<file path="src/rn_map_pkg.sv">
// Register rename widths, reserved itag value and shared record types
`default_nettype none

package rn_map_pkg;

   // ******************************
   // Field widths
   // ******************************
   localparam int AREG_W = 5;
   localparam int PREG_W = 6;
   localparam int ITAG_W = 7;

   typedef logic [AREG_W-1:0] areg_t;
   typedef logic [PREG_W-1:0] preg_t;
   typedef logic [ITAG_W-1:0] itag_t;

   // Producer already complete, nothing to wait on
   localparam itag_t ITAG_NONE = '1;

   // ******************************
   // Records
   // ******************************

   // Rename request, one destination per cycle
   typedef struct packed {
      areg_t dst_arc;
      itag_t itag;
   } rn_req_t;

   // Completion of one instruction
   typedef struct packed {
      areg_t arc;
      preg_t preg;
      itag_t itag;
   } comp_t;

   // Source lookup answer
   typedef struct packed {
      preg_t preg;
      itag_t itag;
   } src_map_t;

endpackage

`default_nettype wire

</file>
<file path="src/rn_free_list.sv">
// Circular pool of free physical registers with pointers and free count
`timescale 1ns/1ns
`default_nettype none

module rn_free_list #(
   parameter int ARCH_DEPTH   = 16,
   parameter int RENAME_DEPTH = 40
) (
   input  wire logic              nclk,
   input  wire logic              reset,
   input  wire logic              pop,
   input  wire logic              flush_map,
   input  wire logic              rel_valid,
   input  rn_map_pkg::preg_t      rel_preg,
   output rn_map_pkg::preg_t      head_preg,
   output logic                   not_empty
);
   import rn_map_pkg::*;

   localparam int POOL_DEPTH = RENAME_DEPTH - ARCH_DEPTH;
   localparam int PTR_W      = (POOL_DEPTH > 1) ? $clog2(POOL_DEPTH) : 1;
   localparam int CNT_W      = $clog2(POOL_DEPTH + 1);

   preg_t [POOL_DEPTH-1:0] pool;
   logic  [PTR_W-1:0]      rd_ptr;
   logic  [PTR_W-1:0]      wr_ptr;
   logic  [CNT_W-1:0]      free_cnt;

   // Wrap at the pool depth, which need not be a power of two
   function automatic logic [PTR_W-1:0] ptr_next(input logic [PTR_W-1:0] ptr);
      if (ptr == PTR_W'(POOL_DEPTH - 1))
         return '0;
      return ptr + PTR_W'(1);
   endfunction

   // ******************************
   // Pool storage and pointers
   // ******************************
   always_ff @(posedge nclk)
   begin
      if (reset)
      begin
         rd_ptr <= '0;
         wr_ptr <= '0;
         for (int i = 0; i < POOL_DEPTH; i++)
            pool[i] <= preg_t'(ARCH_DEPTH + i);
      end
      else
      begin
         if (flush_map)
            rd_ptr <= wr_ptr;
         else if (pop)
            rd_ptr <= ptr_next(rd_ptr);
         // Released register goes to the tail
         if (rel_valid)
         begin
            pool[wr_ptr] <= rel_preg;
            wr_ptr       <= ptr_next(wr_ptr);
         end
      end
   end

   // Net change of one pop and one release per cycle
   always_ff @(posedge nclk)
   begin
      if (reset || flush_map)
         free_cnt <= CNT_W'(POOL_DEPTH);
      else
      begin
         case ({pop, rel_valid})
            2'b10:   free_cnt <= free_cnt - CNT_W'(1);
            2'b01:   free_cnt <= free_cnt + CNT_W'(1);
            default: free_cnt <= free_cnt;
         endcase
      end
   end

   assign head_preg = pool[rd_ptr];
   assign not_empty = (free_cnt != '0);

endmodule

`default_nettype wire

</file>
<file path="src/rn_comp_map.sv">
// Completion map of committed mappings and the released-register stage
`timescale 1ns/1ns
`default_nettype none

module rn_comp_map #(
   parameter int ARCH_DEPTH = 16
) (
   input  wire logic                                nclk,
   input  wire logic                                reset,
   input  wire logic                                comp_valid,
   input  rn_map_pkg::comp_t                        comp,
   output rn_map_pkg::preg_t [ARCH_DEPTH-1:0]       comp_table,
   output logic                                     rel_valid,
   output rn_map_pkg::preg_t                        rel_preg
);
   import rn_map_pkg::*;

   preg_t old_preg;

   // Current occupant of the completing register
   always_comb
   begin
      old_preg = '0;
      for (int i = 0; i < ARCH_DEPTH; i++)
      begin
         if (comp.arc == areg_t'(i))
            old_preg = comp_table[i];
      end
   end

   always_ff @(posedge nclk)
   begin
      if (reset)
      begin
         rel_valid <= 1'b0;
         for (int i = 0; i < ARCH_DEPTH; i++)
            comp_table[i] <= preg_t'(i);
      end
      else
      begin
         rel_valid <= comp_valid;
         for (int i = 0; i < ARCH_DEPTH; i++)
         begin
            if (comp_valid && comp.arc == areg_t'(i))
               comp_table[i] <= comp.preg;
         end
      end
   end

   // Release stage payload
   always_ff @(posedge nclk)
   begin
      if (comp_valid)
         rel_preg <= old_preg;
   end

endmodule

`default_nettype wire

</file>
<file path="src/rn_spec_map.sv">
// Speculative architected-to-physical map with itags, source lookup and flush restore
`timescale 1ns/1ns
`default_nettype none

module rn_spec_map #(
   parameter int ARCH_DEPTH = 16
) (
   input  wire logic                                nclk,
   input  wire logic                                reset,
   input  wire logic                                req_fire,
   input  rn_map_pkg::rn_req_t                      req,
   input  rn_map_pkg::preg_t                        alloc_preg,
   input  wire logic                                comp_valid,
   input  rn_map_pkg::itag_t                        comp_itag,
   input  wire logic                                flush_map,
   input  rn_map_pkg::preg_t [ARCH_DEPTH-1:0]       comp_table,
   input  rn_map_pkg::areg_t [2:0]                  src_arc,
   output rn_map_pkg::src_map_t [2:0]               src_map
);
   import rn_map_pkg::*;

   preg_t [ARCH_DEPTH-1:0] map_preg;
   itag_t [ARCH_DEPTH-1:0] map_itag;

   // ******************************
   // Map update
   // ******************************

   // Flush beats rename, rename beats the completion clear
   always_ff @(posedge nclk)
   begin
      if (reset)
      begin
         for (int i = 0; i < ARCH_DEPTH; i++)
         begin
            map_preg[i] <= preg_t'(i);
            map_itag[i] <= ITAG_NONE;
         end
      end
      else
      begin
         for (int i = 0; i < ARCH_DEPTH; i++)
         begin
            if (flush_map)
            begin
               map_preg[i] <= comp_table[i];
               map_itag[i] <= ITAG_NONE;
            end
            else if (req_fire && req.dst_arc == areg_t'(i))
            begin
               map_preg[i] <= alloc_preg;
               map_itag[i] <= req.itag;
            end
            else if (comp_valid && comp_itag == map_itag[i])
               map_itag[i] <= ITAG_NONE;
         end
      end
   end

   // ******************************
   // Source lookup
   // ******************************

   // Out of range register numbers read as zero
   always_comb
   begin
      for (int s = 0; s < 3; s++)
      begin
         src_map[s] = '0;
         for (int i = 0; i < ARCH_DEPTH; i++)
         begin
            if (src_arc[s] == areg_t'(i))
            begin
               src_map[s].preg = map_preg[i];
               src_map[s].itag = map_itag[i];
            end
         end
      end
   end

endmodule

`default_nettype wire

</file>
<file path="src/rn_map_top.sv">
// Rename map top level with free list, completion map, speculative map and handshake
`timescale 1ns/1ns
`default_nettype none

module rn_map_top #(
   parameter int ARCH_DEPTH   = 16,
   parameter int RENAME_DEPTH = 40
) (
   input  wire logic                   nclk,
   input  wire logic                   reset,
   // Rename request
   input  wire logic                   req_valid,
   input  rn_map_pkg::rn_req_t         req,
   output logic                        req_ready,
   output rn_map_pkg::preg_t           alloc_preg,
   // Source lookup
   input  rn_map_pkg::areg_t [2:0]     src_arc,
   output rn_map_pkg::src_map_t [2:0]  src_map,
   // Completion
   input  wire logic                   comp_valid,
   input  rn_map_pkg::comp_t           comp,
   input  wire logic                   flush_map
);
   import rn_map_pkg::*;

   logic                   req_fire;
   logic                   not_empty;
   logic                   rel_valid;
   preg_t                  rel_preg;
   preg_t                  head_preg;
   preg_t [ARCH_DEPTH-1:0] comp_table;

   // No rename while the pool is empty or the map is being restored
   assign req_ready  = not_empty & ~flush_map;
   assign req_fire   = req_valid & req_ready;
   assign alloc_preg = head_preg;

   // ******************************
   // Submodules
   // ******************************
   rn_free_list #(
      .ARCH_DEPTH   (ARCH_DEPTH),
      .RENAME_DEPTH (RENAME_DEPTH)
   ) rn_free_list_inst (
      .nclk      (nclk),
      .reset     (reset),
      .pop       (req_fire),
      .flush_map (flush_map),
      .rel_valid (rel_valid),
      .rel_preg  (rel_preg),
      .head_preg (head_preg),
      .not_empty (not_empty)
   );

   rn_comp_map #(
      .ARCH_DEPTH (ARCH_DEPTH)
   ) rn_comp_map_inst (
      .nclk       (nclk),
      .reset      (reset),
      .comp_valid (comp_valid),
      .comp       (comp),
      .comp_table (comp_table),
      .rel_valid  (rel_valid),
      .rel_preg   (rel_preg)
   );

   rn_spec_map #(
      .ARCH_DEPTH (ARCH_DEPTH)
   ) rn_spec_map_inst (
      .nclk       (nclk),
      .reset      (reset),
      .req_fire   (req_fire),
      .req        (req),
      .alloc_preg (head_preg),
      .comp_valid (comp_valid),
      .comp_itag  (comp.itag),
      .flush_map  (flush_map),
      .comp_table (comp_table),
      .src_arc    (src_arc),
      .src_map    (src_map)
   );

endmodule

`default_nettype wire

</file>
<file path="config.mk">
export PLATFORM = sky130hd
export DESIGN_NAME = rn_map_top
export DESIGN_NICKNAME = d
export VERILOG_FILES = /design/src/rn_map_pkg.sv /design/src/rn_free_list.sv /design/src/rn_comp_map.sv /design/src/rn_spec_map.sv /design/src/rn_map_top.sv
export SDC_FILE = /design/constraint.sdc
export NUM_CORES = 1
export LEC_CHECK = 0
export BUFFER_PORTS_ARGS = -buffer_cell sky130_fd_sc_hd__buf_2
export CAP_MARGIN = 20
export CORE_MARGIN = 4
export CORE_UTILIZATION = 24
export DETAILED_ROUTE_END_ITERATION = 7
export PLACE_DENSITY_LB_ADDON = 0.05
export SKIP_CTS_REPAIR_TIMING = 1
export SLEW_MARGIN = 20
export SYNTH_ARGS = -nofsm -noshare
export SYNTH_HDL_FRONTEND = slang
export SYNTH_HIERARCHICAL = 1
export SYNTH_SLANG_ARGS = --single-unit
</file>
<file path="constraint.sdc">
create_clock -name nclk -period 2.8 [get_ports nclk]
set_input_delay 0.14 -clock nclk [delete_from_list [all_inputs] [get_ports nclk]]
set_output_delay 0.14 -clock nclk [all_outputs]
set_load 0.03 [all_outputs]
</file>
==> impl_metrics.env, run 1 <==
export IMPL_outcome="finished, violations left"
export IMPL_violations="setup timing"
export IMPL_path_cells="buf_12 > buf_12 > buf_4 > mux4_2 > a22oi_1 > nand3_2 > buf_4 > buf_2"
export IMPL_critical_path_arrival_ns=2.77
export IMPL_path_depth=8
export IMPL_area_growth_pct=24.6
export IMPL_ys_seq_elements=470
export IMPL_tightest_slew_ns=0.891
export IMPL_yosys_area_top_type_share_pct=33.1
export IMPL_cp_num_buf_inv=5
export IMPL_dr_pass1_iters=6
export IMPL_io_buffers=95
export IMPL_grt_overflow=0
export IMPL_avgRoutedWirePerCell_um=28.7
export IMPL_leakagePower_nw=12.6
export IMPL_drive_above_1_share_pct=22.3
export IMPL_final_cell_area_mm2=0.0350
export IMPL_reg2reg_depth=13
export IMPL_path_max_fanout=8
export IMPL_timing_final_crit_share_pct=104
export IMPL_clock_path_buffers=3
export IMPL_grt_pass1_vias=27627
export IMPL_synthTopCellsByArea="dfxtp_1, mux2i_1, a21oi_1"
export IMPL_min_delay_path_depth=3
export IMPL_cts_sinks=470
export IMPL_cts_tree="yes"
export IMPL_fp_dieArea_mm2=0.122
export IMPL_ant_nets=0
export IMPL_root_buffer="clkbuf_16"
export IMPL_final_core_util_pct=30.1
export IMPL_synth_edff_count=6
export IMPL_grt_setup_unrepaired="true"
export IMPL_synthArstFlopShare_pct=0
export IMPL_end_kind="output port"
export IMPL_postSynthAreaPerCell_um2=8.05
export IMPL_gp_congestion=0.979
export IMPL_dp_hpwl_um=113000
export IMPL_min_path_type="primary input to flop"
export IMPL_slowest_stage="mux4_2"
export IMPL_worstPathRequired_ns=2.66
export IMPL_place_area_mm2=0.0318
export IMPL_synth_seq_area_share_pct=33.8
export IMPL_p_per_area_mw_per_mm2=501
export IMPL_clock_fmax_mhz=343
export IMPL_crit_family="buffers and inverters"
export IMPL_drt_iter0_markers=3017
export IMPL_die_w_um=350
export IMPL_grt_max_degree=153
export IMPL_clk_pin_slew_ns=0.06
export IMPL_setup_ws_ns=-0.113
export IMPL_syn_num_nets=3544
export IMPL_die_y_um=350
export IMPL_nets=3744
export IMPL_final_hold_viol_count=0
export IMPL_core_mm2=0.116
export IMPL_viasPerCell=5.53
export IMPL_antenna_found_initial=7
export IMPL_grt_pass1_wl_um=212000
export IMPL_place_ws_ns=-0.167
export IMPL_yosys_warnings=6
export IMPL_power_total_mw=17.5
export IMPL_num_rows=125
export IMPL_peakVddDrop_mv=0.479
export IMPL_grt_total_usage_pct=23.7
export IMPL_netlist_instances=3483
export IMPL_fin_crit_ns=2.91
export IMPL_worstSetupPathType="flop to output port"
export IMPL_yosysTopAreaCell="dfxtp_1"
export IMPL_crit_path_start_kind="flop"
export IMPL_drc=0
export IMPL_yosysUniqueCellTypes=95
export IMPL_cts_max_level=2
export IMPL_clock_latency_ns=0.73
export IMPL_drt_total_wl_um=151000
export IMPL_start_util_pct=24.2
export IMPL_max_cap_viol_count=0
export IMPL_syn_cell_area_mm2=0.0280
export IMPL_maxSlewHeadroom_pct=40.6
export IMPL_cpPeakStageDelay_ns=0.48
export IMPL_setup_viol=8
export IMPL_ios=96
export IMPL_slew_violations=0
export IMPL_vias=29023
export IMPL_cts_inserted_buffers=60
export IMPL_finClkSkew_ns=0.0841
export IMPL_synth_ff_type="dfxtp_1"
==> cell usage after synthesis, drive strengths merged (7+ instances only) <==
master   instances
mux4            37
nand2b          65
nor4             7
inv             36
mux2i          165
o211ai          29
and3            13
nand2          414
o22ai          184
nand4           48
o21bai          13
and2             7
nand3b          28
nor3            43
nor3b           14
a221oi          29
ha              10
buf            119
clkbuf         201
a22oi           53
a31oi           10
o21ai          196
a22o            13
a211o           60
mux2            66
nand3          159
o221ai          25
a222oi          11
o31ai           15
nor2b           77
xnor2          115
dfxtp          464
a21oi          307
or3             11
o2bb2ai         11
a211oi          17
nor2           308
==> layer usage <==
layer	GRT usage [%]	vias to the layer above	share of wire, %
met5	0	-	0
met4	5.69	0	2.3
met3	3.80	171	6.5
met2	39.0	1174	47
met1	32.4	14532	45
li1	-	13146	-
==> worst register-to-register path, cell delays in order, from the launching register on <==
cell	delay, ns
dfxtp_4	0.36
buf_12	0.14
buf_12	0.13
clkbuf_16	0.15
buf_6	0.12
mux2_4	0.30
o221a_4	0.27
a22oi_2	0.15
o211ai_1	0.13
clkbuf_16	0.18
buf_6	0.17
mux2_2	0.31
mux2i_1	0.12
nand2b_1	0.07
==> layout by cell type (no fill, tap or decap), types with 46 or more instances in the layout <==
| cell type | n |
|---|---|
| mux2i_1 | 164 |
| a22oi_1 | 46 |
| o21ai_0 | 160 |
| buf_2 | 78 |
| nand3_1 | 149 |
| nand2b_1 | 65 |
| a211o_1 | 60 |
| nor2b_1 | 77 |
| nand2_1 | 406 |
| o22ai_1 | 178 |
| xnor2_1 | 115 |
| mux2_2 | 61 |
| nor2_1 | 297 |
| clkbuf_16 | 63 |
| a21oi_1 | 292 |
| buf_4 | 320 |
| dfxtp_1 | 418 |
==> sequential cells by signal, summed over array words and instances (netlist names) <==
name and flops:
rn_spec_map_inst/map_itag 112, rn_free_list_inst/free_cnt 5, rn_free_list_inst/pool 144, rn_comp_map_inst/rel_valid 1, rn_spec_map_inst/map_preg 96, rn_comp_map_inst/comp_table 96
rn_comp_map_inst/rel_preg 6, rn_free_list_inst/rd_ptr 5, rn_free_list_inst/wr_ptr 5
==> power by group <==
part           leakage (nW)  total (mW)  internal [mW]  switching, mW
clock                 0.985        8.01           4.64           3.37
sequential             3.81        6.81           6.74         0.0702
combinational          7.78        2.68          0.927           1.76
==> metrics by stage <==
step           setup TNS, ns  hold WS [ns]  instances
3_3_place_gp           -1.38         0.437       5110
2_1_floorplan              0         0.252       3483
4_1_cts               -10.96        -0.150       5217
3_5_place_dp           -2.03         0.446       5110
6_report              -0.502       0.00206       5253
5_1_grt                -1.14        0.0163       5252
==> final timing paths <==
check                                                  from                       endpoint  slack, ns
worst min register to register  rn_free_list_inst/pool[106]    rn_free_list_inst/pool[106]       0.46
worst max-delay path            rn_free_list_inst/rd_ptr[0]                  alloc_preg[0]      -0.11
worst min-delay path                              flush_map  rn_free_list_inst/free_cnt[2]      0.002
worst max register to register  rn_free_list_inst/rd_ptr[0]  rn_spec_map_inst/map_preg[37]       0.11
==> kinds of logic after synthesis <==
group	share of synthesized area, %
multiplexers	11.7
AND/OR/NAND/NOR	21.2
flip-flops	33.8
XOR/XNOR	3.72
AO/OA/AOI/OAI	23.4
buffers and inverters	5.66
adder cells (fa/ha/maj)	0.517
==> layout make-up <==
class                           instances  area (µm²)
Multi-Input combinational cell       2656       17600
Clock buffer                           88        1770
Antenna cell                            1        2.50
Inverter                               37         139
Sequential cell                       470        9550
Clock inverter                         19         254
Timing Repair Buffer                  458        3730
Fill cell                           12355       81100
Tap cell                             1524        1910
Power figures use the tool's default switching activity.
==> run 2: changes to the inputs <==
CORE_UTILIZATION = 40   (was 24)
==> impl_metrics.env, run 2 (synthesis results as in run 1) <==
export IMPL_critical_path_arrival_ns=2.75
export IMPL_io_buffers=95
export IMPL_grt_setup_unrepaired="true"
export IMPL_final_hold_viol_count=0
export IMPL_final_common_cell="dfxtp_1"
export IMPL_finClkSkew_ns=0.0350
export IMPL_min_from="comp[8]"
export IMPL_peakVddDrop_mv=0.506
export IMPL_largest_reg_flops=144
export IMPL_grt_total_usage_pct=33.6
export IMPL_slew_violations=0
export IMPL_cts_max_level=2
export IMPL_violations="setup timing"
export IMPL_ff2ff_setup_slack_ns=0.06
export IMPL_ant_nets=0
export IMPL_fin_tns_setup_ns=-0.234
export IMPL_avgRoutedWirePerCell_um=28.8
export IMPL_grt_overflow=0
export IMPL_crit_path_start_kind="flop"
export IMPL_grt_pass1_vias=26855
export IMPL_hold_ws_ns=0.0177
export IMPL_cpPeakStageDelay_ns=0.38
export IMPL_dp_hpwl_um=97800
export IMPL_viasPerCell=6.38
export IMPL_grt_max_degree=171
export IMPL_path_max_fanout=10
export IMPL_gp_congestion=1.02
export IMPL_maxSlewHeadroom_pct=21.4
export IMPL_nets=3654
export IMPL_timing_final_crit_share_pct=103
export IMPL_drt_total_wl_um=132000
export IMPL_fin_crit_ns=2.89
export IMPL_end_kind="output port"
export IMPL_min_delay_path_depth=3
export IMPL_fillerInstances=6858
export IMPL_hold_path_end="rn_comp_map_inst/comp_table[7]"
export IMPL_dr_pass1_iters=8
export IMPL_drive_above_1_share_pct=18.5
export IMPL_cts_sinks=470
export IMPL_drt_iter0_markers=3914
export IMPL_crit_family="compound AO/OA/AOI/OAI gates"
export IMPL_antenna_found_initial=10
export IMPL_regMostFlops="rn_free_list_inst/pool"
export IMPL_setup_ws_ns=-0.0933
export IMPL_fp_dieArea_mm2=0.0744
export IMPL_core_mm2=0.0691
export IMPL_root_buffer="clkbuf_16"
export IMPL_r2r_start="rn_free_list_inst/rd_ptr[0]"
export IMPL_max_cap_viol_count=0
export IMPL_path_cells="buf_6 > clkbuf_16 > mux2_2 > o221a_2 > a22o_1 > a31oi_2 > o21ai_4 > buf_2"
export IMPL_leakagePower_nw=11.9
export IMPL_ios=96
export IMPL_reg2reg_to="rn_spec_map_inst/map_preg[51]"
export IMPL_start_util_pct=40.6
export IMPL_cts_inserted_buffers=55
export IMPL_worstPathRequired_ns=2.66
export IMPL_tightest_slew_ns=1.18
export IMPL_clk_pin_slew_ns=0.06
export IMPL_clock_fmax_mhz=346
export IMPL_vias=29173
export IMPL_crit_start="rn_free_list_inst/rd_ptr[0]"
export IMPL_p_per_area_mw_per_mm2=510
export IMPL_worstSetupPathType="flop to output port"
export IMPL_clock_latency_ns=0.64
export IMPL_cts_tree="yes"
export IMPL_reg_top3="rn_free_list_inst/pool: 144 flops, rn_spec_map_inst/map_itag: 112 flops"
export IMPL_cp_num_buf_inv=3
export IMPL_area_growth_pct=17.2
export IMPL_drc=0
export IMPL_num_rows=96
export IMPL_outcome="finished, violations left"
export IMPL_reg2reg_depth=11
export IMPL_grt_pass1_wl_um=188000
export IMPL_die_y_um=273
export IMPL_min_path_type="primary input to flop"
export IMPL_slowest_stage="dfxtp_4"
export IMPL_die_w_um=273
export IMPL_setup_viol=5
export IMPL_most_common_layout_cells="dfxtp_1, nand2_1, a21oi_1"
export IMPL_clock_path_buffers=3
[run 2: power breakdown]
group          internal, mW  switching (mW)
Sequential             6.75          0.0850
Combinational         0.807            1.66
Clock                  4.37            3.10
[run 2: worst max path at each step]
stage | end | slack [ns] | cells past startpoint
2_1_floorplan | rn_spec_map_inst/map_preg[74] | 0.07 | 10
3_3_place_gp | rn_spec_map_inst/map_preg[61] | -0.02 | 10
3_5_place_dp | rn_spec_map_inst/map_itag[20] | -0.05 | 10
4_1_cts | alloc_preg[4] | -0.43 | 7
5_1_grt | alloc_preg[4] | -0.17 | 8
6_report | alloc_preg[4] | -0.09 | 8
[run 2: worst min-delay path: cells and delay by family]
family | cells | cell delay [ns]
AO/OA/AOI/OAI | 1 | 0.05
buffers and inverters | 1 | 0.27
AND/OR/NAND/NOR | 1 | 0.12
[run 2: per-stage QoR]
step	cells	instance area, µm²	power, mW	utilization [%]	setup WS, ns
2_1_floorplan	3483	28000	8.28	-	0.0707
3_3_place_gp	4443	30400	9.22	44.0	-0.0188
3_5_place_dp	4443	30400	9.23	44.0	-0.0535
4_1_cts	4542	32200	16.7	46.6	-0.434
5_1_grt	4569	32900	17.3	47.6	-0.174
6_report	4571	32900	16.8	47.6	-0.0933
[run 2: cell type report]
class                      count  area, µm²  share of cell area, %
inverter                      37        139                  0.423
antenna                        5       12.5                 0.0381
clock inverter                15        218                  0.662
sequential                   470       9500                   28.9
multi-input combinational   2656      17300                   52.6
timing repair buffer         373       2920                   8.89
tap                          931       1160                   3.54
clock buffer                  84       1630                   4.95
[run 2: layer usage]
layer,vias to the layer above,GRT usage [%],wire length (µm),share of wire (%)
li1,12934,-,-,-
met3,197,9.93,14800,11
met4,2,7.62,2910,2.2
met2,1686,47.7,54000,41
met1,14354,50.1,59900,45
met5,-,0,13,0.0099
